**src/rtl/c16_config.svh**
```systemverilog
`ifndef C16_CONFIG_SVH
`define C16_CONFIG_SVH

// Datapath and storage sizes
`define C16_WORD_W      16
`define C16_REG_AW      3
`define C16_MEM_AW      8
`define C16_MEM_DEPTH   256
`define C16_SCRATCH_REG 3'd7

// Major opcode in instr[15:12] with the form flag in instr[11]
`define C16_OP_ADD 4'b0000
`define C16_OP_SUB 4'b0001
`define C16_OP_SLT 4'b0010
`define C16_OP_SHL 4'b1000
`define C16_OP_LD  4'b1010
`define C16_OP_ST  4'b1011
`define C16_OP_LEA 4'b1100

// APB byte address map
`define C16_APB_AW       10
`define C16_APB_MEM      10'h000
`define C16_APB_REG      10'h200
`define C16_APB_CTRL     10'h300
`define C16_APB_MEM_MASK 10'h200
`define C16_APB_SEL_MASK 10'h300

`endif

```
**src/rtl/c16_pkg.sv**
```systemverilog
`include "c16_config.svh"

package c16_pkg;

	// Plain vectors with a meaning
	typedef logic [`C16_WORD_W-1:0] word_t;
	typedef logic [`C16_REG_AW-1:0] reg_addr_t;
	typedef logic [`C16_MEM_AW-1:0] mem_addr_t;

	// Operation carried from decode into execute
	typedef enum logic [2:0] {
		EX_NOP,
		EX_ADD,
		EX_SUB,
		EX_SLT,
		EX_SHL,
		EX_LOAD,
		EX_STORE
	} exec_op_e;

	typedef enum logic {
		DEC_RUN,
		DEC_LOAD_WAIT
	} decode_state_e;

	typedef struct packed {
		word_t pc;
		logic  valid;
	} fetch_t;

	typedef struct packed {
		exec_op_e  op;
		word_t     arg_0;
		word_t     arg_1;
		word_t     store_data;
		reg_addr_t dest;
	} issue_t;

	// Register file write-back
	typedef struct packed {
		logic      en;
		reg_addr_t dest;
		word_t     value;
	} wb_t;

	// Core side of memory port B
	typedef struct packed {
		logic      rd;
		logic      wr;
		mem_addr_t addr;
		word_t     wdata;
	} mem_req_t;

endpackage

```
**src/rtl/c16_mem.sv**
```systemverilog
`timescale 1ns/1ps
`include "c16_config.svh"

module c16_mem (
	input  logic               clk,
	input  c16_pkg::mem_addr_t a_addr,
	output c16_pkg::word_t     a_data,
	input  c16_pkg::mem_addr_t b_addr,
	input  logic               b_wr,
	input  c16_pkg::word_t     b_wdata,
	output c16_pkg::word_t     b_data
);

	c16_pkg::word_t mem_q [`C16_MEM_DEPTH];

	// Port A, instruction fetch, read only
	always_ff @(posedge clk) begin
		a_data <= mem_q[a_addr];
	end

	// Port B returns the old word on a write
	always_ff @(posedge clk) begin
		if (b_wr) begin
			mem_q[b_addr] <= b_wdata;
		end
		b_data <= mem_q[b_addr];
	end

endmodule

```
**config.mk**
```make
export PLATFORM = sky130hd
export DESIGN_NAME = c16_mem
export DESIGN_NICKNAME = d
export VERILOG_FILES = /design/src/rtl/c16_pkg.sv /design/src/rtl/c16_mem.sv
export VERILOG_INCLUDE_DIRS = /design/src /design/src/rtl
export SDC_FILE = /design/constraint.sdc
export NUM_CORES = 2
export LEC_CHECK = 0
export BUFFER_PORTS_ARGS = -buffer_cell sky130_fd_sc_hd__buf_2
export CAP_MARGIN = 20
export CORE_UTILIZATION = 65
export DETAILED_ROUTE_END_ITERATION = 7
export GPL_TIMING_DRIVEN = 0
export PLACE_DENSITY_LB_ADDON = 0.05
export REMOVE_ABC_BUFFERS = 1
export SLEW_MARGIN = 20
export SYNTH_ARGS = -nofsm -noshare
export SYNTH_HDL_FRONTEND = slang
export SYNTH_SLANG_ARGS = --single-unit
```
**constraint.sdc**
```tcl
create_clock -name clk -period 5.9 [get_ports clk]
set_input_delay 1.18 -clock clk [delete_from_list [all_inputs] [get_ports clk]]
set_output_delay 1.18 -clock clk [all_outputs]
set_load 0.05 [all_outputs]
```
### Yosys cells after proc, flatten, opt, wreduce, memory -nomap -nowiden

Memory sizes are Yosys's and may differ from the RTL's. A register that Yosys moved wholly into a read port is not among the register bits.
Index checks and enable logic that the tools add are counted.

* bits in registers: 0
* memory bits (writable): 4096
* input port bits: 34
* output and inout port bits: 32
* word-level logic and storage cells: 3
* memories kept: 1

* mux-type cells: 2

Memory list
* mem_q: depth 256, bits a word 16, read ports 2, clocked after Yosys merged registers in 2, wr ports 1, line c16_mem.sv:14 `` c16_pkg::word_t mem_q [`C16_MEM_DEPTH]; ``

Operator list (number)
* two-way mux 1 bit: 2

### Depth between registers and ports, before layout

* depth after elaboration: 2
* mapped depth: 13
* depth with buffers taken out: 7

### Worst setup path after synthesis

OpenSTA, ideal clock, no wires.

* kind: input port to flip-flop
* from: input b_addr[1]
* to: memory mem_q[107][0] in the netlist's numbering, enable pin
* library setup time: 0.388 ns
* data arrival time: 3.854 ns
* required time: 5.512 ns
* setup slack: 1.657 ns
* stages on the path: 10
* path buffers: 8
* cell sequence: buf_4 > buf_2 > buf_2 > buf_2 > buf_2 > buf_2 > clkbuf_1 > nand3_1 > clkbuf_1 > nor2_1

RTL lines
* start, declared: line c16_mem.sv:8 `input c16_pkg::mem_addr_t b_addr,`
* end, declared: line c16_mem.sv:14

Straight into the memory's write port.

==> reports/metrics.cfg <==
[timing]
rsz0062_at_grt = no
clock_skew_ns = 0.0580
hold_viol_final = 0
worst_slew_pin_slew_ns = 1.33
timing.hold.ws_ns = 0.430
min_period_ns = 6.32
timing.fmax_ghz = 0.158
tns_ns = -0.665
setup_slack_ns = -0.422
layout_worst_path_cycle_share = 1.07
slew_viol_final = 0
setup_viol = 4
max_slew_margin = 0.105

[setup_path]
cp_common_cell = nand2_1
r2r-start = mem_q[63][4]$_DFFE_PP_
worstSetupStartpoint = b_addr[7]
required_ns = 6.71
cp-end-kind = flop
ff2ff_path_depth = 6
critPathMaxStageDelay_ns = 1.08
worstSetupStartpointType = primary input
cpMaxStageDelayCell = nor2_2
critPathArrivalTime_ns = 7.13
cp-endpoint = b_data[4]$_DFF_P_
cp_max_fo = 16
crit_chain = buf_2 > nand2_1 > nor2_2 > nand2_1 > a21oi_1 > a311o_1 > a2111oi_0 > nand4b_1
timing.rr.end = b_data[4]$_DFF_P_
critical_path_class = in -> reg
reg2reg_setup_slack_ns = 1.44

[synth]
seq_area_frac_synth = 0.648
synthTopCellsByArea = edfxtp_1, mux4_2, mux2i_1
synthDistinctLibCells = 59
yosys.area.top_type = edfxtp_1
avgSynthCellArea_um2 = 20.1
ys_top_cells_by_count = edfxtp_1, mux4_2, mux2i_1
synth_top_area_share = 0.645
ys.warnings.count = 0
ys.flop_type = edfxtp_1
synthesis.area_mm2 = 0.191
yosysMostFrequentCell = edfxtp_1
async_flop_share = 0
synth_edf_count = 4096
ys_ff_latch = 4128
synth_cells = 9500

[cts]
clk_latency_ns = 1.01
tritoncts = yes
cts_sinks = 4128
ctsHtreeMaxLevel = 5
clk_path_buf_depth = 4
holdBufCountCts = 0
postCtsSetupBuffers = 0
cts_root_buffer = clkbuf_16
clk_pin_slew_ns = 0.06
cts_inserted_buffers = 418

[run_status]
violations = design-rule violations, negative setup slack
status = finished with violations

[pwr]
p_leak_nw = 67.3
irDropWorstVdd_uv = 383
power_density_mw_per_mm2 = 300
finalPower_mw = 64.8

[route]
postRouteAntennaNets = 0
wl_met1_um = 200000
post-route-drc-count = 12
drt_first_pass_iters = 8
via_per_inst = 8.24
drtIter0Drc = 21025
wirelength_um = 653000
dr_total_vias = 113843
top_layer = met5
wl_met2_um = 288000
met3WireLength_um = 98400
wl_per_cell_um = 47.2

[layout]
multi_input_area_mm2 = 0.0656
register_area_mm2 = 0.124
syn2layout_area_growth_pct = 13.0
fillers = 16177
drive_above_1_share = 0.338
nets = 9571

[min_path]
min_path_type = in -> reg

[placement]
hpwlAfterDp_um = 413000
place_congestion = 0.957
pre_cts_slack_ns = -1.51
port_buffers = 65

[grt]
overflow = 0
grt_pass1_wl_um = 888000
grt_pass1_vias = 110767
grt_usage = 0.444
antenna_found_initial = 53
grt_start_max_net_pins = 143

[floorplan]
fp.dieW_um = 544
dieArea_mm2 = 0.296
start_util = 0.654
core_mm2 = 0.292
num_io_pins = 66
fp.dieH_um = 544
rows = 198

[run]
maxCapViolations = 0

-- cell type report --
| cell class | instances | share of cell area |
|---|---|---|
| inverter | 7 | 0.000250 |
| timing repair buffer | 387 | 0.0371 |
| multi-input combinational | 4595 | 0.304 |
| clock buffer | 532 | 0.0518 |
| tap | 3900 | 0.0226 |
| sequential | 4128 | 0.574 |
| clock inverter | 236 | 0.00998 |
| antenna | 32 | 0.000371 |
-- cell usage in the layout (no fill, tap or decap), drive strengths merged, types with 7 or more instances in the layout --
cell type	count
edfxtp	4096
mux4	1982
mux2i	717
clkbuf	537
buf	379
nor2	350
o22ai	209
o221ai	205
nand2	199
clkinv	180
a21oi	174
a22oi	142
o21ai	97
nor3	97
nand3	60
a211oi	41
bufinv	39
a22o	36
diode	32
dfxtp	32
nand4	28
nor4	27
a221oi	25
a2111oi	21
inv	17
a31oi	16
or3	16
a32oi	15
nor2b	15
nand2b	14
o32ai	12
and2	11
a211o	8
or2	8
clkinvlp	7
-- metal layers --
metal  track usage  vias up
met2         0.641    10561
met4         0.354       38
met1         0.549    58866
li1              -    41837
met3         0.159     2541
met5        0.0112        -
-- power breakdown --
group,switching (mW),internal [mW],total [mW]
combinational,3.86,2.09,5.95
clock,11.4,15.0,26.4
sequential,0.0484,32.3,32.4
-- worst min path at each step --
stage                                        from                        to  slack, ns  depth (start not counted)
final                                 b_wdata[14]  mem_q[245][14]$_DFFE_PP_       0.43                          1
after global routing                  b_wdata[14]  mem_q[253][14]$_DFFE_PP_       0.42                          1
after CTS                             b_wdata[14]  mem_q[247][14]$_DFFE_PP_       0.40                          1
after detailed placement  mem_q[195][6]$_DFFE_PP_         b_data[6]$_DFF_P_       1.00                          5
after global placement    mem_q[200][6]$_DFFE_PP_         b_data[6]$_DFF_P_       0.98                          5
after floorplan           mem_q[92][12]$_DFFE_PP_        b_data[12]$_DFF_P_       0.81                          5
-- per-stage QoR --
step	cell area, um2	utilization	std cells
6_report	216000	0.739	13817
5_1_grt	216000	0.739	13795
4_1_cts	215000	0.738	13780
3_5_place_dp	202000	0.692	13009
3_3_place_gp	192000	0.658	12695
2_1_floorplan	187000	-	8730
-- timing repair --
| action | 4_1_cts | 5_1_grt |
|---|---|---|
| endpoints found under the hold margin | 0 | 0 |
| cloned | 3 | 4 |
| gates resized for setup | 10 | 18 |
| setup endpoints to repair | 15 | 14 |
| pin swaps | 0 | 3 |
-- flip-flops by register name, indices dropped and copies added (netlist names) --
register,count
a_data,16
b_data,16
mem_q,4096
-- critical path, delay by kind of cell --
kind	cells	cell delay [ns]
and+or+nand+nor	4	3.56
buffers and inverters	1	0.83
AOI/OAI and AO/OA	3	1.49
-- logic make-up after synthesis --
group	share of synthesized area
compound gates	0.0382
simple gates	0.0200
flops	0.648
mux	0.272
buf+inv	0.0221
No activity file was read; power rests on OpenSTA's default activity.
