$ cat config.mk
export PLATFORM = sky130hd
export DESIGN_NAME = c16_execute
export DESIGN_NICKNAME = d
export VERILOG_FILES = /design/src/rtl/c16_pkg.sv /design/src/rtl/c16_execute.sv
export VERILOG_INCLUDE_DIRS = /design/src /design/src/rtl
export SDC_FILE = /design/constraint.sdc
export NUM_CORES = 1
export LEC_CHECK = 0
export BUFFER_PORTS_ARGS = -buffer_cell sky130_fd_sc_hd__buf_2
export CORE_MARGIN = 1.5
export CORE_UTILIZATION = 51
export DETAILED_ROUTE_END_ITERATION = 6
export PLACE_DENSITY = 0.89
export REMOVE_ABC_BUFFERS = 1
export SYNTH_ARGS = -nofsm -noshare
export SYNTH_HDL_FRONTEND = slang
export SYNTH_SLANG_ARGS = --single-unit
$ cat constraint.sdc
create_clock -name clk -period 4.61 [get_ports clk]
set_input_delay 0.922 -clock clk [delete_from_list [all_inputs] [get_ports clk]]
set_output_delay 0.922 -clock clk [all_outputs]
set_load 0.1 [all_outputs]
$ cat src/rtl/c16_config.svh
`ifndef C16_CONFIG_SVH
`define C16_CONFIG_SVH

// Datapath and storage sizes
`define C16_WORD_W      16
`define C16_REG_AW      3
`define C16_MEM_AW      8
`define C16_MEM_DEPTH   256
`define C16_SCRATCH_REG 3'd7

// Major opcode in instr[15:12] with the form flag in instr[11]
`define C16_OP_ADD 4'b0000
`define C16_OP_SUB 4'b0001
`define C16_OP_SLT 4'b0010
`define C16_OP_SHL 4'b1000
`define C16_OP_LD  4'b1010
`define C16_OP_ST  4'b1011
`define C16_OP_LEA 4'b1100

// APB byte address map
`define C16_APB_AW       10
`define C16_APB_MEM      10'h000
`define C16_APB_REG      10'h200
`define C16_APB_CTRL     10'h300
`define C16_APB_MEM_MASK 10'h200
`define C16_APB_SEL_MASK 10'h300

`endif

$ cat src/rtl/c16_pkg.sv
`include "c16_config.svh"

package c16_pkg;

	// Plain vectors with a meaning
	typedef logic [`C16_WORD_W-1:0] word_t;
	typedef logic [`C16_REG_AW-1:0] reg_addr_t;
	typedef logic [`C16_MEM_AW-1:0] mem_addr_t;

	// Operation carried from decode into execute
	typedef enum logic [2:0] {
		EX_NOP,
		EX_ADD,
		EX_SUB,
		EX_SLT,
		EX_SHL,
		EX_LOAD,
		EX_STORE
	} exec_op_e;

	typedef enum logic {
		DEC_RUN,
		DEC_LOAD_WAIT
	} decode_state_e;

	typedef struct packed {
		word_t pc;
		logic  valid;
	} fetch_t;

	typedef struct packed {
		exec_op_e  op;
		word_t     arg_0;
		word_t     arg_1;
		word_t     store_data;
		reg_addr_t dest;
	} issue_t;

	// Register file write-back
	typedef struct packed {
		logic      en;
		reg_addr_t dest;
		word_t     value;
	} wb_t;

	// Core side of memory port B
	typedef struct packed {
		logic      rd;
		logic      wr;
		mem_addr_t addr;
		word_t     wdata;
	} mem_req_t;

endpackage

$ cat src/rtl/c16_execute.sv
`timescale 1ns/1ps
`include "c16_config.svh"

module c16_execute (
	input  logic              clk,
	input  logic              rst_n,
	input  c16_pkg::issue_t   issue,
	input  c16_pkg::word_t    mem_rdata,
	output c16_pkg::wb_t      wb,
	output c16_pkg::mem_req_t mem_req
);

	c16_pkg::word_t     sum;
	c16_pkg::word_t     alu;
	logic               alu_en;
	logic               load_pend_q;
	c16_pkg::reg_addr_t load_dest_q;

	assign sum = issue.arg_0 + issue.arg_1;

	always_comb begin
		alu_en = 1'b1;
		case (issue.op)
			c16_pkg::EX_ADD: alu = sum;
			c16_pkg::EX_SUB: alu = issue.arg_0 - issue.arg_1;
			// unsigned compare
			c16_pkg::EX_SLT: alu = {{(`C16_WORD_W-1){1'b0}}, issue.arg_0 < issue.arg_1};
			c16_pkg::EX_SHL: alu = issue.arg_0 << issue.arg_1[3:0];
			default: begin
				alu    = sum;
				alu_en = 1'b0;
			end
		endcase
	end

	// Address is the low byte of base plus offset
	assign mem_req = '{rd: issue.op == c16_pkg::EX_LOAD, wr: issue.op == c16_pkg::EX_STORE,
		addr: c16_pkg::mem_addr_t'(sum), wdata: issue.store_data};

	always_ff @(posedge clk or negedge rst_n) begin
		if (!rst_n) begin
			load_pend_q <= 1'b0;
		end else begin
			load_pend_q <= (issue.op == c16_pkg::EX_LOAD) && (issue.dest != `C16_SCRATCH_REG);
		end
	end

	always_ff @(posedge clk) begin
		load_dest_q <= issue.dest;
	end

	// Load data lands while decode holds a bubble in execute
	assign wb = load_pend_q ? '{en: 1'b1, dest: load_dest_q, value: mem_rdata}
		: '{en: alu_en, dest: issue.dest, value: alu};

endmodule

Yosys cells after proc, flatten, opt, wreduce, memory -nomap -nowiden
Index checks and enable logic that the tools add are counted.
{"block": "word_totals", "regBits": 4, "latchBits": 0, "mem_bits_rw": 0, "romBits": 0, "out_inout_bits": 46, "word_cells": 18, "mem_count": 0}
{"block": "classes", "addsub": 2, "mul": 0, "n_div": 0, "magnitude_cmp": 1, "eq_ne": 7, "shifts": 1, "muxes": 3, "bitwise": 0, "reduce_logical": 2}
{"operator": "$pmux 16 s3", "count": 1}
{"operator": "$mux 20", "count": 1}
{"operator": "$add 16x16->16", "count": 1}
{"operator": "$lt 16x16->1", "count": 1}
{"operator": "$shl 16x4->16", "count": 1}
{"operator": "$sub 16x16->16", "count": 1}
{"operator": "$eq 3x3->1 const B", "count": 3}
{"operator": "$eq 3x2->1 const B", "count": 2}
{"operator": "$reduce_or 4->1", "count": 1}
{"operator": "$eq 3x1->1 const B", "count": 1}
{"operator": "$ne 3x3->1 const B", "count": 1}
{"operator": "$logic_and 1x1->1", "count": 1}
{"operator": "$mux 1", "count": 1}

Logic depth before layout (Yosys ltp)
{"block": "logic_depth", "word_depth": 4, "depth_mapped": 11, "ltp_nobuf": 10}

Worst setup path before layout
Ideal clock, no wire load.
{"block": "synth_timing", "path_kind": "input to output", "from": "input port issue[21] (netlist bit)", "to": "output port wb[6] (netlist bit)", "arrival_ps": 5718, "required_time_ps": 3688, "setup_slack_ps": -2030, "stages": 10, "cell_sequence": "clkbuf_1 -> clkinv_1 -> ha_1 -> buf_2 -> nor2b_2 -> o211ai_2 -> nand2_1 -> xnor2_1 -> a222oi_1 -> mux2i_1"}
{"item": "start, declared", "line_no": "c16_execute.sv:7", "rtl": "input c16_pkg::issue_t issue,"}
{"item": "end, declared", "line_no": "c16_execute.sv:9", "rtl": "output c16_pkg::wb_t wb,"}

==> flow_summary.json <==
{
  "ys_warn_count": 0,
  "maxSlewViolCount": 0,
  "cts_tree": "yes",
  "cpPeakStageDelay_ns": 0.56,
  "viasPerCell": 6.189,
  "power_density_nw_per_um2": 273.0,
  "cp.arrival_ns": 3.54,
  "ir_drop_mv": 0.2195,
  "grt_pass1_vias": 3322,
  "finish.utilization_pct": 62.94,
  "ys_types": 73,
  "crit_path_start": "issue[43]",
  "via_count": 3478,
  "cts_sinks": 4,
  "numPortBuffers": 85,
  "instances_no_fill": 562,
  "htreeDepth": 1,
  "end_kind": "output port",
  "final_common_cell": "buf_2",
  "setup_viol": 0,
  "dp_cells": 556,
  "dieHeight_um": 79.50,
  "cp_slowest_cell": "or3_2",
  "place_ws_ns": 0.1064,
  "clockRootBuffer": "clkbuf_8",
  "wl_um": 9815,
  "firstDrtPassIters": 6,
  "fin_crit_ns": 4.466,
  "wl_per_cell_um": 17.46,
  "slew_headroom_pct": 45.50,
  "critPathKind": "in2out",
  "rsz0062_at_grt": "false",
  "dominantRegCellSynth": "dfxtp_1",
  "hold_class": "in2async",
  "seqPwrFrac_pct": 4.1,
  "clock_power_share_pct": 8.0,
  "syn-instance-count": 428,
  "grt_max_degree": 25,
  "area_growth_syn_to_layout_pct": 17.57,
  "power_switching_mw": 0.6129,
  "hpwl_um": 7815,
  "path_cells": "buf_2 -> ha_1 -> or3_2 -> a2111oi_2 -> a2111oi_2 -> xnor2_1 -> nor2_1 -> o32a_1 -> buf_2",
  "ys_seq_area_share_pct": 2.851,
  "final_nets": 597,
  "cts_buffer_depth": 2,
  "drt-initial-drc-count": 282,
  "io_pins": 118,
  "path_clk_slew_ns": 0.03,
  "diodes": 0,
  "coreArea_um2": 5574,
  "p_leak_nw": 1.697,
  "grt_pass1_wl_um": 15460,
  "crit_buf_inv": 2,
  "finalCritPeriodShare_pct": 96.87,
  "required_ns": 3.69,
  "drive_gt1_share_pct": 26.53,
  "dieArea_um2": 6319,
  "maxCapViolations": 0,
  "synth_seq_cells": 4,
  "drtAntennaViolNets": 0,
  "start_kind": "input pin",
  "holdWs_ns": 0.4740,
  "finalSetupTns_ns": 0,
  "cts_hold_buf": 0,
  "fin_ws_ns": 0.1441,
  "start_util_pct": 53.54,
  "fmax_mhz": 223.9,
  "synthArstFlopShare_pct": 25.00,
  "cts_inserted_buffers": 3,
  "worst_pin_slew_ns": 0.8175,
  "sw_frac_of_total_pct": 64.00,
  "p_int_mw": 0.3448,
  "netlist_area_um2": 2984,
  "hold_violations": 0,
  "path_delay_family": "compound AO/OA/AOI/OAI gates",
  "status": "finished, final reports clean",
  "gp_congestion": 0.9355,
  "die_w_um": 79.50,
  "grt-ovfl-total": 0,
  "grt_antenna_before_repair": 0,
  "final_cell_mix": "buf_2, a21oi_1, inv_1",
  "rows": 27,
  "worst-path-max-fanout": 11,
  "synth-edff-count": 0,
  "fillers": 522,
  "globalRouteTotalUtil_pct": 30.34,
  "combPwrFrac_pct": 87.8,
  "drc": 0,
  "avgSynthCellArea_um2": 6.972
}
-- repair_timing --
action,CTS,global route
setup buffers,0,2
gates resized for setup,0,2
setup endpoints to repair,0,2
-- state kept, by name (all words and copies together), names as in the netlist --
signal,count
load_pend_q,1
load_dest_q,3
-- cell usage after synthesis, drive strengths merged, types with 8 or more instances --
cell / number / area share (%)
mux2i: 20 / 6.7
ha: 32 / 13
nor2: 29 / 3.6
o21ai: 30 / 5.0
a21oi: 44 / 7.4
inv: 37 / 4.7
xnor2: 14 / 4.1
nand2: 35 / 4.7
nand2b: 8 / 1.7
clkbuf: 15 / 3.2
buf: 28 / 6.9
mux2: 10 / 3.8
xor2: 8 / 2.3
nor3: 8 / 1.3
-- per-layer routing --
metal	vias up	wire, um	global-route usage [%]
met4	0	263	9.649
met1	1574	3862	36.80
li1	1646	-	-
met3	32	1058	5.257
met2	226	4629	53.73
met5	-	0	0
-- cell families after synthesis --
kind of cell,after synthesis,synth area share (%)
compound gates,138,30.40
simple gates,119,20.17
buf+inv,81,14.88
fa+ha+maj,34,14.76
mux,30,10.48
xor+xnor,22,6.457
flops,4,2.851
-- how the worst max path moves through the flow --
stage	to	slack (ns)	depth (start not counted)
6_report	wb[14]	0.14	9
5_1_grt	wb[15]	0.03	11
4_1_cts	wb[14]	0.10	11
3_5_place_dp	wb[14]	0.11	11
3_3_place_gp	wb[14]	0.19	11
2_1_floorplan	wb[6]	-1.79	8
-- power groups by stage --
stage | clock network [mW] | logic (mW) | registers, mW
6_report | 0.0770 | 0.841 | 0.0395
5_1_grt | 0.0813 | 0.882 | 0.0399
4_1_cts | 0.0775 | 0.828 | 0.0394
3_5_place_dp | 0 | 0.825 | 0.0398
3_3_place_gp | 0 | 0.814 | 0.0398
2_1_floorplan | 0 | 0.601 | 0.0397
-- cell type report --
class	count	area (um2)	area share, %
inverter	38	142.6	4.066
clock buffer	4	45.04	1.284
multi-input combinational	343	2465	70.26
tap	72	90.09	2.568
timing repair buffer	101	680.7	19.40
sequential	4	85.08	2.425
-- through the flow --
step                total power, mW  instance area, um2
detailed placement           0.8647                3438
CTS                          0.9448                3483
global placement             0.8541                3438
floorplan                    0.6410                2683
global route                  1.004                3508
finish                       0.9577                3508
Power figures use the tool's default switching activity.
