$ cat src/rtl/c16_config.svh
`ifndef C16_CONFIG_SVH
`define C16_CONFIG_SVH

// Datapath and storage sizes
`define C16_WORD_W      16
`define C16_REG_AW      3
`define C16_MEM_AW      8
`define C16_MEM_DEPTH   256
`define C16_SCRATCH_REG 3'd7

// Major opcode in instr[15:12] with the form flag in instr[11]
`define C16_OP_ADD 4'b0000
`define C16_OP_SUB 4'b0001
`define C16_OP_SLT 4'b0010
`define C16_OP_SHL 4'b1000
`define C16_OP_LD  4'b1010
`define C16_OP_ST  4'b1011
`define C16_OP_LEA 4'b1100

// APB byte address map
`define C16_APB_AW       10
`define C16_APB_MEM      10'h000
`define C16_APB_REG      10'h200
`define C16_APB_CTRL     10'h300
`define C16_APB_MEM_MASK 10'h200
`define C16_APB_SEL_MASK 10'h300

`endif

$ cat src/rtl/c16_pkg.sv
`include "c16_config.svh"

package c16_pkg;

	// Plain vectors with a meaning
	typedef logic [`C16_WORD_W-1:0] word_t;
	typedef logic [`C16_REG_AW-1:0] reg_addr_t;
	typedef logic [`C16_MEM_AW-1:0] mem_addr_t;

	// Operation carried from decode into execute
	typedef enum logic [2:0] {
		EX_NOP,
		EX_ADD,
		EX_SUB,
		EX_SLT,
		EX_SHL,
		EX_LOAD,
		EX_STORE
	} exec_op_e;

	typedef enum logic {
		DEC_RUN,
		DEC_LOAD_WAIT
	} decode_state_e;

	typedef struct packed {
		word_t pc;
		logic  valid;
	} fetch_t;

	typedef struct packed {
		exec_op_e  op;
		word_t     arg_0;
		word_t     arg_1;
		word_t     store_data;
		reg_addr_t dest;
	} issue_t;

	// Register file write-back
	typedef struct packed {
		logic      en;
		reg_addr_t dest;
		word_t     value;
	} wb_t;

	// Core side of memory port B
	typedef struct packed {
		logic      rd;
		logic      wr;
		mem_addr_t addr;
		word_t     wdata;
	} mem_req_t;

endpackage

$ cat src/rtl/c16_regfile.sv
`timescale 1ns/1ps
`include "c16_config.svh"

module c16_regfile (
	input  logic               clk,
	input  logic               rst_n,
	input  c16_pkg::reg_addr_t rs_addr,
	input  c16_pkg::reg_addr_t rt_addr,
	input  c16_pkg::reg_addr_t dbg_addr,
	input  c16_pkg::wb_t       wb,
	output c16_pkg::word_t     rs_val,
	output c16_pkg::word_t     rt_val,
	output c16_pkg::word_t     dbg_val
);

	localparam int NUM_REGS = 1 << `C16_REG_AW;

	c16_pkg::word_t regs_q [NUM_REGS];
	logic           wr_en;

	// Scratch register never takes a write
	assign wr_en = wb.en && (wb.dest != `C16_SCRATCH_REG);

	// Same cycle write-back wins over the stored word
	function automatic c16_pkg::word_t read_port(input c16_pkg::reg_addr_t addr,
		input c16_pkg::word_t stored, input c16_pkg::wb_t wb_in);
		c16_pkg::word_t val;
		val = stored;
		if (wb_in.en && wb_in.dest == addr && addr != `C16_SCRATCH_REG) begin
			val = wb_in.value;
		end
		return val;
	endfunction

	always_ff @(posedge clk or negedge rst_n) begin
		if (!rst_n) begin
			for (int i = 0; i < NUM_REGS; i++) begin
				regs_q[i] <= '0;
			end
		end else if (wr_en) begin
			regs_q[wb.dest] <= wb.value;
		end
	end

	assign rs_val  = read_port(rs_addr, regs_q[rs_addr], wb);
	assign rt_val  = read_port(rt_addr, regs_q[rt_addr], wb);
	assign dbg_val = read_port(dbg_addr, regs_q[dbg_addr], wb);

endmodule

$ cat config.mk
export PLATFORM = sky130hd
export DESIGN_NAME = c16_regfile
export DESIGN_NICKNAME = d
export VERILOG_FILES = /design/src/rtl/c16_pkg.sv /design/src/rtl/c16_regfile.sv
export VERILOG_INCLUDE_DIRS = /design/src /design/src/rtl
export SDC_FILE = /design/constraint.sdc
export NUM_CORES = 1
export LEC_CHECK = 0
export BUFFER_PORTS_ARGS = -buffer_cell sky130_fd_sc_hd__buf_2
export CAP_MARGIN = 20
export CORE_MARGIN = 4
export CORE_UTILIZATION = 60
export CTS_CLUSTER_SIZE = 25
export DETAILED_ROUTE_END_ITERATION = 16
export PLACE_DENSITY = 0.81
export SETUP_SLACK_MARGIN = 0.4
export SLEW_MARGIN = 10
export SYNTH_ARGS = -nofsm -noshare
export SYNTH_HDL_FRONTEND = slang
export SYNTH_SLANG_ARGS = --single-unit
$ cat constraint.sdc
create_clock -name clk -period 1.95 [get_ports clk]
set_input_delay 0 -clock clk [delete_from_list [all_inputs] [get_ports clk]]
set_output_delay 0 -clock clk [all_outputs]
set_load 0.005 [all_outputs]
# After elaboration in Yosys (flattened, before gate mapping)
# Cells that the tools add are included.
# word_totals
elab_cells	47
ramBits	0
out_inout_bits	48
memories	0
inputBits	31
latchBits	0
mem_bits_ro	0
register_bits	128
# classes
shifts	0
order_cmp	5
reduce_logical	8
bitwise_logic	4
mul	0
addsub	0
eq_ne	7
mux	15
n_div	0
# ops
cell	count
16-bit two-way mux	10
16-bit binary-select mux with 3-bit select	3
128-bit bitwise mux	1
16-bit demux with 3-bit select	1
4-bit greater-or-equal comparator (second input constant)	4
3-bit NOT with 4-bit output	4
3-bit inequality test (second input constant)	4
3-bit equality test	3
1-bit logical AND	8
4-bit by 1-bit < comparator with 1-bit output (second input constant)	1

# Depth between registers and ports, before layout
# depth
ltp_word	6
depth_mapped	7

# Least setup slack after synthesis
# No wires, ideal clock.
# synth_timing
kind	input -> register
from	input wb[18] (netlist name)
to	register regs_q[81] (netlist name)
required_ns	1.825
path_stages	5
slack_ns	0.429
setup_time_ns	0.125
arrival_ns	1.396
cell_sequence	buf_2 -> nand2b_1 -> nor3b_2 -> buf_2 -> mux2_2
# synth_via
elab_chain_len	6
word_cells_on_any_way	9
classes_between	order compare: 2; eq/ne: 1; mux: 3; bitwise: 1; reduce/logical: 2
# synth_lines
element	line	text
start, declared	c16_regfile.sv:10	input c16_pkg::wb_t wb,
3-bit NOT with 4-bit output (implied by the code)	c16_regfile.sv:41	regs_q[wb.dest] <= wb.value;
4-bit greater-or-equal comparator (implied by the code) / 4-bit by 1-bit < comparator with 1-bit output (equally long branches)	c16_regfile.sv:41	
1-bit logical AND (implied by the code)	c16_regfile.sv:41	
16-bit two-way mux (implied by the code)	c16_regfile.sv:41	
16-bit demux with 3-bit select	c16_regfile.sv:41	
128-bit bitwise mux	c16_regfile.sv:41	
end signal, assigned by index	c16_regfile.sv:41	
end, declared	c16_regfile.sv:18	c16_pkg::word_t regs_q [NUM_REGS];
# Parallel ways exist; a longest one is shown, timed or not.
# A chain may end at the register's enable or synchronous reset.

# Final worst setup path
# layout_timing
from	register regs_q[58] (netlist name)
to	output rt_val[10]
# layout_via
elab_chain_len	4
# layout_lines
element	line	text
16-bit binary-select mux with 3-bit select	c16_regfile.sv:46	assign rt_val = read_port(rt_addr, regs_q[rt_addr], wb);
16-bit two-way mux (implied by the code) (2 in series)	c16_regfile.sv:46	
16-bit two-way mux	c16_regfile.sv:29	if (wb_in.en && wb_in.dest == addr && addr != `C16_SCRATCH_REG) begin
end, declared	c16_regfile.sv:12	output c16_pkg::word_t rt_val,
# Every way passes these cells. The select of a mux whose other input is x is not followed.

==> metrics.md <==
| Metric | Value |
|---|---|
| Outcome | `finished with violations` |
| Failing checks | `setup timing` |
| Post-synth top area cell | `dfrtp_1` |
| Distinct cells, synth | `25` |
| CP dominant cell by count | `mux2_4` |
| Most frequent cells in the layout | `148 x mux2_2, 128 x dfrtp_1, 96 x mux4_2` |
| ANT nets after route | `0` |
| WP data required | `1950 ps` |
| FF/Latch Area | `3200 um2` |
| Pleak | `4.31 nW` |
| Root Driver | `clkbuf_16` |
| Mapped Cells | `538` |
| Number of remaining DRC errors | `0` |
| Placed insts | `~750` |
| Max-cap violation count | `0` |
| Crit path largest cell delay | `a little under 500 ps` |
| Clk_lat worst skew | `approximately 420 ps` |
| FMAX | `490 MHz` |
| Worst EP arrival | `~2000 ps` |
| Layout cells sized above 1 | `73.2%` |
| Max-slew headroom | `63.7%` |
| Vias/cell | `6.84` |
| RSZ-0062 raised after global routing | `true` |
| CP startpoint kind | `register` |
| Crit path max fanout | `4` |
| Synth Area per Inst | `15.4 um2` |
| Final setup viols | `48` |
| Gr ovfl total | `0` |
| Max-slew violation count | `0` |
| Slowest CP cell | `mux4_2` |
| Die height | `126 um` |
| Critical path capture point type | `output pin` |
| Placed inst area | `8950 um2` |
| Post-route setup slack | `-90.6 ps` |
| Gr usage total | `28.3%` |
| #FFs+latches synth | `about 130` |
| Final TNS setup | `-1580 ps` |
| Reg2Reg Depth | `3` |
| H-tree depth | `4` |
| Area growth syn-to-layout | `22.7%` |
| Max reg flops | `approximately 130` |
| Fin crit share | `105%` |
| Cell Pwr Density | `1000 nW/um2` |
| Initial antenna violation count | `0` |
| GP Congestion | `~0.8` |
| Largest net degree at the start of global routing | `53` |
| Via count | `5493` |
| Area of the multi-input gates | `4980 um2` |
| Die span in x | `126 um` |
| Ys Warns | `0` |
| Clk_skew | `0 ps` |
| Largest regs | `regs_q (128)` |
| Sequential share of the synthesized area | `between 30% and 40%` |
| Core region area | `13400 um2` |
| Ranking of synthesized cells by area | `dfrtp_1 39%, mux2_2 28%, mux4_2 26%` |
| Peak VDD IR | `0.983 mV` |
| CTS clock-pin slew for the worst setup and hold paths | `roughly 60 ps` |
| Measured slew at the worst slew-check pin | `545 ps` |
| Most common cell after layout, fill and taps aside | `mux2_2` |
| TritonCTS Buffers | `17` |
| Port bufs | `78` |
| Final std cells w/o fill | `803` |
| TritonCTS clock tree | `done` |
| CP Cell Sequence | `mux4_2 > mux2_4 > mux2_4 > buf_6` |
| Detailed Route Iter0 Violations | `500` |
| Final Core Density | `75.9%` |
| Synth top area share | `38.6%` |
| Wire per inst | `26.9 um` |
| Antenna cell count | `0` |
| Initial Util | `61.9%` |
| Num Clock Sinks | `128` |
| Final HPWL from detailed placement | `between 10 and 15 mm` |
| Rows | `42` |
| CTS Buffer Depth | `2` |
| Vias in the first global route | `5974` |
| Final min period | `a little over 2000 ps` |
| Global-route wire length before repair | `33.9 mm` |
| Mapped Nets | `569` |
| Hold Path Class | `in2async` |
| Fill count | `769` |
| Setup CP Type | `reg2out` |
| Post-Syn Area | `8290 um2` |
| Die Area | `15800 um2` |
| Largest register by flop count | `regs_q` |
| IO Pins | `79` |
| Fin. Hold Viols | `0` |
| Fin nets | `646` |
| Final wirelength | `around 22 mm` |
| Final instance area | `10200 um2` |
| DRT Pass-1 Iters | `5` |
-- cell usage after synthesis, drive strengths merged --
library cell and count:
nand2b 1, a21oi 2, mux2 208, nor3b 2, xor2 2, nand4b 3, mux4 96, buf 44
o2111a 1, a311oi 1, nor2 2, o211ai 1, and3b 1, or3 1, nand3 1, xnor2 5
or3b 1, nand2 3, nor3 2, dfrtp 128, clkbuf 33
-- layer usage --
layer / GRT usage (%) / wire length (um) / vias up
met5: 0 / 0 / -
met4: 8.80 / 489 / 0
met3: 7.25 / 1890 / 42
met2: 45.4 / 10700 / 283
met1: 38.6 / 8470 / 2915
li1: - / - / 2253
-- final timing paths --
check / end / slack, ps / from
worst max-delay path: rt_val[10] / -90 / regs_q[58]
worst min-delay path: regs_q[83] / 100 / rst_n
worst max register to register: regs_q[16] / 880 / regs_q[16]
worst min register to register: regs_q[13] / 420 / regs_q[13]
max in group asynchronous: regs_q[118] / 1180 / rst_n
min in group clk: regs_q[56] / 320 / wb[17]
-- power by group --
group	internal (W)	total [W]	switching, W	leakage [nW]
Sequential	0.00318	0.00368	0.000502	1.57
Clock	0.00200	0.00323	0.00122	0.278
Combinational	0.00222	0.00327	0.00105	2.47
-- cell type report --
class	count	share of cell area (%)
clock buffer	18	4.22
clock inverter	13	1.62
multi-input combinational	333	48.9
tap	176	2.17
sequential	128	31.5
timing repair buffer	135	11.6
-- repair_timing --
action,CTS,global route
hold buffers,17,0
pin swaps,0,0
buffers inserted,5,3
endpoints found under the setup margin,48,48
hold endpoints to repair,179,0
gates resized for setup,52,36
-- metrics by stage --
stage | setup slack, ps | hold WS, ps | power (W)
5_1_grt | -129 | 149 | 0.0106
4_1_cts | -71.1 | 113 | 0.00995
2_1_floorplan | 429 | -296 | 0.00554
3_3_place_gp | 291 | 8.31 | 0.00625
3_5_place_dp | 252 | 15.9 | 0.00640
6_report | -90.6 | 105 | 0.0102
-- kinds of logic after synthesis --
family | Yosys count | synth area share [%]
AOI/OAI and AO/OA | 5 | 0.709
buffers and inverters | 77 | 4.03
DFF | 128 | 38.6
muxes | 304 | 54.3
and+or+nand+nor | 17 | 1.54
xor gates and xnor gates | 7 | 0.740
-- critical path: cells and delay by family, from the launching register on --
family / cells / cell delay, ps
buf+inv: 1 / 120
mux: 3 / 1070
flops: 1 / 420
(Power assumes the default switching activity.)
