File: src/rtl/c16_config.svh
`ifndef C16_CONFIG_SVH
`define C16_CONFIG_SVH

// Datapath and storage sizes
`define C16_WORD_W      16
`define C16_REG_AW      3
`define C16_MEM_AW      8
`define C16_MEM_DEPTH   256
`define C16_SCRATCH_REG 3'd7

// Major opcode in instr[15:12] with the form flag in instr[11]
`define C16_OP_ADD 4'b0000
`define C16_OP_SUB 4'b0001
`define C16_OP_SLT 4'b0010
`define C16_OP_SHL 4'b1000
`define C16_OP_LD  4'b1010
`define C16_OP_ST  4'b1011
`define C16_OP_LEA 4'b1100

// APB byte address map
`define C16_APB_AW       10
`define C16_APB_MEM      10'h000
`define C16_APB_REG      10'h200
`define C16_APB_CTRL     10'h300
`define C16_APB_MEM_MASK 10'h200
`define C16_APB_SEL_MASK 10'h300

`endif

File: src/rtl/c16_pkg.sv
`include "c16_config.svh"

package c16_pkg;

	// Plain vectors with a meaning
	typedef logic [`C16_WORD_W-1:0] word_t;
	typedef logic [`C16_REG_AW-1:0] reg_addr_t;
	typedef logic [`C16_MEM_AW-1:0] mem_addr_t;

	// Operation carried from decode into execute
	typedef enum logic [2:0] {
		EX_NOP,
		EX_ADD,
		EX_SUB,
		EX_SLT,
		EX_SHL,
		EX_LOAD,
		EX_STORE
	} exec_op_e;

	typedef enum logic {
		DEC_RUN,
		DEC_LOAD_WAIT
	} decode_state_e;

	typedef struct packed {
		word_t pc;
		logic  valid;
	} fetch_t;

	typedef struct packed {
		exec_op_e  op;
		word_t     arg_0;
		word_t     arg_1;
		word_t     store_data;
		reg_addr_t dest;
	} issue_t;

	// Register file write-back
	typedef struct packed {
		logic      en;
		reg_addr_t dest;
		word_t     value;
	} wb_t;

	// Core side of memory port B
	typedef struct packed {
		logic      rd;
		logic      wr;
		mem_addr_t addr;
		word_t     wdata;
	} mem_req_t;

endpackage

File: src/rtl/c16_host_port.sv
`timescale 1ns/1ps
`include "c16_config.svh"

module c16_host_port (
	input  logic                   clk,
	input  logic                   rst_n,
	input  logic                   psel,
	input  logic                   penable,
	input  logic                   pwrite,
	input  logic [`C16_APB_AW-1:0] paddr,
	input  c16_pkg::word_t         pwdata,
	output c16_pkg::word_t         prdata,
	output logic                   pready,
	output logic                   run,
	input  c16_pkg::mem_req_t      core_req,
	output c16_pkg::word_t         rdata,
	output c16_pkg::mem_addr_t     b_addr,
	output logic                   b_wr,
	output c16_pkg::word_t         b_wdata,
	input  c16_pkg::word_t         b_data,
	output c16_pkg::reg_addr_t     dbg_addr,
	input  c16_pkg::word_t         dbg_val
);

	logic access;
	logic is_mem;
	logic is_reg;
	logic is_ctrl;
	logic core_busy;
	logic grant;
	logic rd_pend_q;
	logic run_q;

	////////////////////////////////////////////////////////////////////////////
	// APB decode
	////////////////////////////////////////////////////////////////////////////

	assign access  = psel & penable;
	assign is_mem  = (paddr & `C16_APB_MEM_MASK) == `C16_APB_MEM;
	assign is_reg  = (paddr & `C16_APB_SEL_MASK) == `C16_APB_REG;
	assign is_ctrl = (paddr & `C16_APB_SEL_MASK) == `C16_APB_CTRL;

	assign dbg_addr = paddr[`C16_REG_AW:1];

	// Core owns port B whenever it asks
	assign core_busy = core_req.rd | core_req.wr;
	assign grant     = access & is_mem & ~core_busy & ~rd_pend_q;

	// Memory reads finish one cycle after their grant
	assign pready = (access & (is_reg | is_ctrl)) | (grant & pwrite) | rd_pend_q;

	always_comb begin
		if (is_mem) begin
			prdata = b_data;
		end else if (is_reg) begin
			prdata = dbg_val;
		end else if (is_ctrl) begin
			prdata = {{(`C16_WORD_W-1){1'b0}}, run_q};
		end else begin
			prdata = '0;
		end
	end

	////////////////////////////////////////////////////////////////////////////
	// Port B arbiter
	////////////////////////////////////////////////////////////////////////////

	always_comb begin
		if (core_busy) begin
			b_addr  = core_req.addr;
			b_wr    = core_req.wr;
			b_wdata = core_req.wdata;
		end else begin
			b_addr  = paddr[`C16_MEM_AW:1];
			b_wr    = grant & pwrite;
			b_wdata = pwdata;
		end
	end

	assign rdata = b_data;

	always_ff @(posedge clk or negedge rst_n) begin
		if (!rst_n) begin
			run_q     <= 1'b0;
			rd_pend_q <= 1'b0;
		end else begin
			if (access & is_ctrl & pwrite) begin
				run_q <= pwdata[0];
			end
			rd_pend_q <= grant & ~pwrite;
		end
	end

	assign run = run_q;

endmodule

File: config.mk
export PLATFORM = sky130hd
export DESIGN_NAME = c16_host_port
export DESIGN_NICKNAME = d
export VERILOG_FILES = /design/src/rtl/c16_pkg.sv /design/src/rtl/c16_host_port.sv
export VERILOG_INCLUDE_DIRS = /design/src /design/src/rtl
export SDC_FILE = /design/constraint.sdc
export NUM_CORES = 1
export LEC_CHECK = 0
export ABC_CLOCK_PERIOD_IN_PS = 1300
export BUFFER_PORTS_ARGS = -buffer_cell sky130_fd_sc_hd__buf_2
export CORE_ASPECT_RATIO = 0.5
export CORE_MARGIN = 2
export CORE_UTILIZATION = 28
export CTS_CLUSTER_SIZE = 28
export DETAILED_ROUTE_END_ITERATION = 16
export PLACE_DENSITY_LB_ADDON = 0.08
export REMOVE_ABC_BUFFERS = 1
export SYNTH_ARGS = -nofsm -noshare
export SYNTH_HDL_FRONTEND = slang
export SYNTH_SLANG_ARGS = --single-unit
File: constraint.sdc
create_clock -name clk -period 1.3 [get_ports clk]
set_input_delay 0.065 -clock clk [delete_from_list [all_inputs] [get_ports clk]]
set_output_delay 0.065 -clock clk [all_outputs]
set_load 0.05 [all_outputs]
== Word level (Yosys, flattened, before mapping) ==
Cells that the tools add are included.

* Flip-flop bits (word level): 2

* Equality and inequality tests: 2
* Multiplexer cells: 6
* Bitwise logic cells: 16
* Reductions and logical operators: 1

{| class="wikitable"
|+ Operator list
! operator !! count
|-
| 16-bit 2-to-1 mux || 3
|-
| 10-bit zero test || 1
|-
| 1-bit AND || 9
|-
| 8-bit 2-to-1 mux || 1
|-
| 2-bit == test, second input constant || 2
|-
| 1-bit OR || 4
|-
| 1-bit inverter || 3
|-
| 1-bit 2-to-1 mux || 2
|}

== Logic depth before layout (Yosys ltp) ==
* Depth in word-level cells: 7
* Mapped depth: 4
* Depth with buffers taken out: 3

== Worst setup path after synthesis ==
OpenSTA, ideal clock, no wires.

* Path kind: flip-flop to output port
* Start point: reg run_q (netlist: run)
* End point: out prdata[0]
* Arrival: 1.566 ns
* Path slack: -0.331 ns
* Stages on the path, launching flop included: 3
* Path buffers: 0
* Cell sequence: dfrtp_1 -> mux2i_1 -> a21oi_1

* Word-level cells in the longest chain between the ends: 3

{| class="wikitable"
|+ Ends and longest elaborated chain
! what !! line !! RTL
|-
| start, declared || c16_host_port.sv:32 || <nowiki>logic run_q;</nowiki>
|-
| start signal, assigned || c16_host_port.sv:88 || <nowiki>run_q <= pwdata[0];</nowiki>
|-
| 1-bit 2-to-1 mux || c16_host_port.sv:57 || <nowiki>end else if (is_ctrl) begin</nowiki>
|-
| 16-bit 2-to-1 mux || c16_host_port.sv:55 || <nowiki>end else if (is_reg) begin</nowiki>
|-
| 16-bit 2-to-1 mux || c16_host_port.sv:53 || <nowiki>if (is_mem) begin</nowiki>
|-
| end, declared || c16_host_port.sv:12 || <nowiki>output c16_pkg::word_t prdata,</nowiki>
|}

Every way passes these cells.

== Final worst setup path ==
* Start point: reg rd_pend_q
* End point: out b_wr

* Word-level cells in the longest chain between the ends: 4

{| class="wikitable"
|+ Ends and longest elaborated chain
! what !! line !! RTL
|-
| start, declared || c16_host_port.sv:31 || <nowiki>logic rd_pend_q;</nowiki>
|-
| start signal, assigned || c16_host_port.sv:90 || <nowiki>rd_pend_q <= grant & ~pwrite;</nowiki>
|-
| 1-bit inverter || c16_host_port.sv:47 || <nowiki>assign grant = access & is_mem & ~core_busy & ~rd_pend_q;</nowiki>
|-
| 1-bit AND || c16_host_port.sv:47 ||
|-
| 1-bit AND || c16_host_port.sv:75 || <nowiki>b_wr = grant & pwrite;</nowiki>
|-
| 1-bit 2-to-1 mux || c16_host_port.sv:69 || <nowiki>if (core_busy) begin</nowiki>
|-
| end, declared || c16_host_port.sv:18 || <nowiki>output logic b_wr,</nowiki>
|}

Every way passes these cells.

==> metrics.md <==
| Metric | Value |
|---|---|
| Yosys reg bits | 2 |
| # placed instances | 276 |
| Area growth syn-to-layout | 88.5% |
| Clock share of power | 0.193 |
| CTS Buf Count | 3 |
| Crit path kind | flip-flop to primary output |
| Maximum Capacitance Violations | 0 |
| Routed length per placed instance | 9.84 um |
| Reg2Reg Depth | 1 |
| Largest net degree at the start of global routing | 26 |
| Hpwl dp | 2390 um |
| Busiest layer in global routing | met2 |
| Leak pwr | 0.927 nW |
| Nets | 334 |
| Fmax | 0.859 GHz |
| XOR/XNOR Fraction of Synth Area | 0 |
| Hold Path Cell Cnt | 2 |
| Hold Path Origin | pwdata[0] |
| Worst R2R Start | run$_DFFE_PN0P_ |
| Number of gates resized after CTS | 0 |
| CTS max path bufs | 2 |
| DR iter-0 viols | 20 |
| Vias/cell | 4.28 |
| Comb power frac | 0.747 |
| Complex-gate fraction of the synthesized area | 0.126 |
| Initial Util | 0.300 |
| CTS tree | done |
| Setup-failing EPs final | 0 |
| Synthesized area per cell | 7.23 um^2 |
| Main combinational cell family by area after synthesis | multiplexers |
| Critical Path Max Stage Delay | 0.37 ns |
| Router iterations before antenna repair | 4 |
| Switch Pwr | 0.704 mW |
| # port buffers | 149 |
| M1 GR Usage | 0.145 |
| Worst setup EP type | primary output |
| Antenna cell count | 0 |
| Drt total wl | 2760 um |
| Unique masters post-synth | 22 |
| Crit-path cells | nor3_1, a21o_1, buf_2 |
| Pwr Density | 833 nW/um^2 |
| Crit path time final | 1.16 ns |
| Die height | 41.7 um |
| CORE AREA | 2650 um^2 |
| Mapped cell area | 796 um^2 |
| Simple-Gate Fraction of Synth Area | 0.142 |
| Synth Instances | 110 |
| Root buffer cell | clkbuf_8 |
| Mux contribution to synthesized area | 0.371 |
| Int Power | 0.546 mW |
| Die footprint | 3310 um^2 |
| RR Endpoint | run$_DFFE_PN0P_ |
| Worst slew margin | 0.833 |
| Global-route wire length before repair | 4180 um |
| I/O pins | 151 |
| Worst Path Buf+Inv | 1 |
| Latest clock arrival within the worst-skew pair | 0.21 ns |
| Placement Cell Area | 1450 um^2 |
| Hold crit path type | input pin to flip-flop |
| Number of global-route vias before repair | 1077 |
| Clock skew | 0 ns |
| Post-DRT Antenna Nets | 0 |
| Crit path launch type | flip-flop |
| Sequential Power Share | 0.061 |
| DRC viols | 0 |
| RSZ-0062 raised after global routing | false |
| Critical Path RT | 1.24 ns |
| R2R setup slack | 0.53 ns |
| Gp weighted congestion | 0.679 |
| Max FO, Critical Path | 3 |
| Clock transition at path regs | 0.03 ns |
| Switching share of power | 0.563 |
| Worst slew pin tran | 0.248 ns |
| Slew Limit Fails | 0 |
| Synth Warn # | 0 |
| GR Layer Usage met3 | 0.0478 |
| CTS Sinks | 2 |
| Cell at the slowest stage of the critical path | dfrtp_1 |
| # rows | 13 |
| Worst Path Arrival | 1.10 ns |
| Post-Layout Cell Count | 280 |
| Total grt overflow | 0 |
| H-tree Lvls | 1 |
| Overall power | 1.25 mW |
| GR Util All Layers | 0.152 |
| Post-Synth Adder-Cell Area | 0 |
| Status | complete, no violations |
| Final instance area | 1500 um^2 |
| Layout cell share with drive strength beyond 1 | 0.753 |
| Grt met2 use | 0.305 |
| Hold Path End | run$_DFFE_PN0P_ |
| Die width | 79.4 um |
| Peak VDD IR | 527 uV |
| Initial antenna violation count | 0 |
| Post-synthesis sequential area ratio | 0.0629 |
| Period Utilization, post-route | 0.896 |
| Via count | 1199 |
| Final hold violations | 0 |
| CP top delay family | flip-flops |
-- cell usage in the layout, fill, tap and decap left out, drive strengths merged --
cell type | synthesis | routed
a21o | 1 | 1
a21oi | 2 | 2
and3 | 1 | 1
buf | 23 | 153
clkbuf | 1 | 3
dfrtp | 2 | 2
dlygate4sd3 | 0 | 1
inv | 15 | 15
mux2 | 25 | 25
mux2i | 1 | 1
nand2 | 16 | 16
nand3 | 1 | 1
nor2 | 2 | 2
nor2b | 1 | 1
nor3 | 1 | 1
nor4 | 1 | 1
o21ai | 15 | 15
o21bai | 1 | 1
or3 | 1 | 1
-- power by group through the flow --
stage	registers [mW]	logic, mW	clock network [mW]
floorplan	0.102	0.503	0
global placement	0.0766	0.930	0
detailed placement	0.0768	0.934	0
CTS	0.0760	0.939	0.250
global route	0.0776	0.981	0.265
finish	0.0762	0.933	0.241
-- cell usage after synthesis (all sizes together) --
library cell / count / area [um^2]
o21ai: 15 / 75.1
nor2b: 1 / 8.76
mux2i: 1 / 10.0
nor4: 1 / 6.26
inv: 15 / 56.3
dfrtp: 2 / 50.1
nor2: 2 / 15.0
mux2: 25 / 285
o21bai: 1 / 7.51
and3: 1 / 6.26
nand3: 1 / 5.00
buf: 23 / 178
nor3: 1 / 5.00
nand2: 16 / 60.1
a21oi: 2 / 10.0
clkbuf: 1 / 3.75
or3: 1 / 6.26
a21o: 1 / 7.51
-- cells by family (layout without fill, tap and decap cells) --
| group | Yosys count | in the layout |
|---|---|---|
| muxes | 26 | 26 |
| buffers and inverters | 39 | 172 |
| and+or+nand+nor | 24 | 24 |
| AOI/OAI and AO/OA | 19 | 19 |
| DFF | 2 | 2 |
-- per-stage QoR --
step | setup TNS [ns] | worst slack, ns | util | hold WS, ns
2_1_floorplan | -0.468 | -0.331 | - | -0.231
3_3_place_gp | 0 | 0.166 | 0.546 | -0.148
3_5_place_dp | 0 | 0.169 | 0.546 | -0.148
4_1_cts | 0 | 0.128 | 0.566 | 0.106
5_1_grt | 0 | 0.0440 | 0.566 | 0.114
6_report | 0 | 0.136 | 0.566 | 0.108
-- state kept, by name, summed over array words and instances (netlist names) --
name       cells
rd_pend_q      1
run            1
-- how the worst max path moves through the flow --
stage,slack [ns],cells past startpoint,startpoint,endpoint
CTS,0.13,3,rd_pend_q$_DFF_PN0_,b_wr
floorplan,-0.33,2,run$_DFFE_PN0P_,prdata[0]
finish,0.14,3,rd_pend_q$_DFF_PN0_,b_wr
global placement,0.17,6,paddr[9],prdata[8]
detailed placement,0.17,6,paddr[9],prdata[8]
global route,0.04,6,paddr[9],prdata[8]
-- timing repair --
action	in CTS	in global routing
buffers inserted	0	0
hold buffers	1	0
endpoints found under the hold margin	2	0
-- cell type report --
type / count / area (um^2)
well taps: 37 / 46.3
clock buffers: 3 / 41.3
repair buffers: 154 / 798
multi-input cells: 69 / 508
inverters: 15 / 56.3
flip-flops and latches: 2 / 50.0
fillers: 276 / 1150
-- per-layer routing --
| metal | part of all wire | vias up |
|---|---|---|
| met2 | 0.53 | 64 |
| met1 | 0.37 | 524 |
| met5 | 0 | - |
| met3 | 0.095 | 2 |
| met4 | 0.0044 | 0 |
| li1 | - | 609 |
Power figures use the tool's default switching activity.
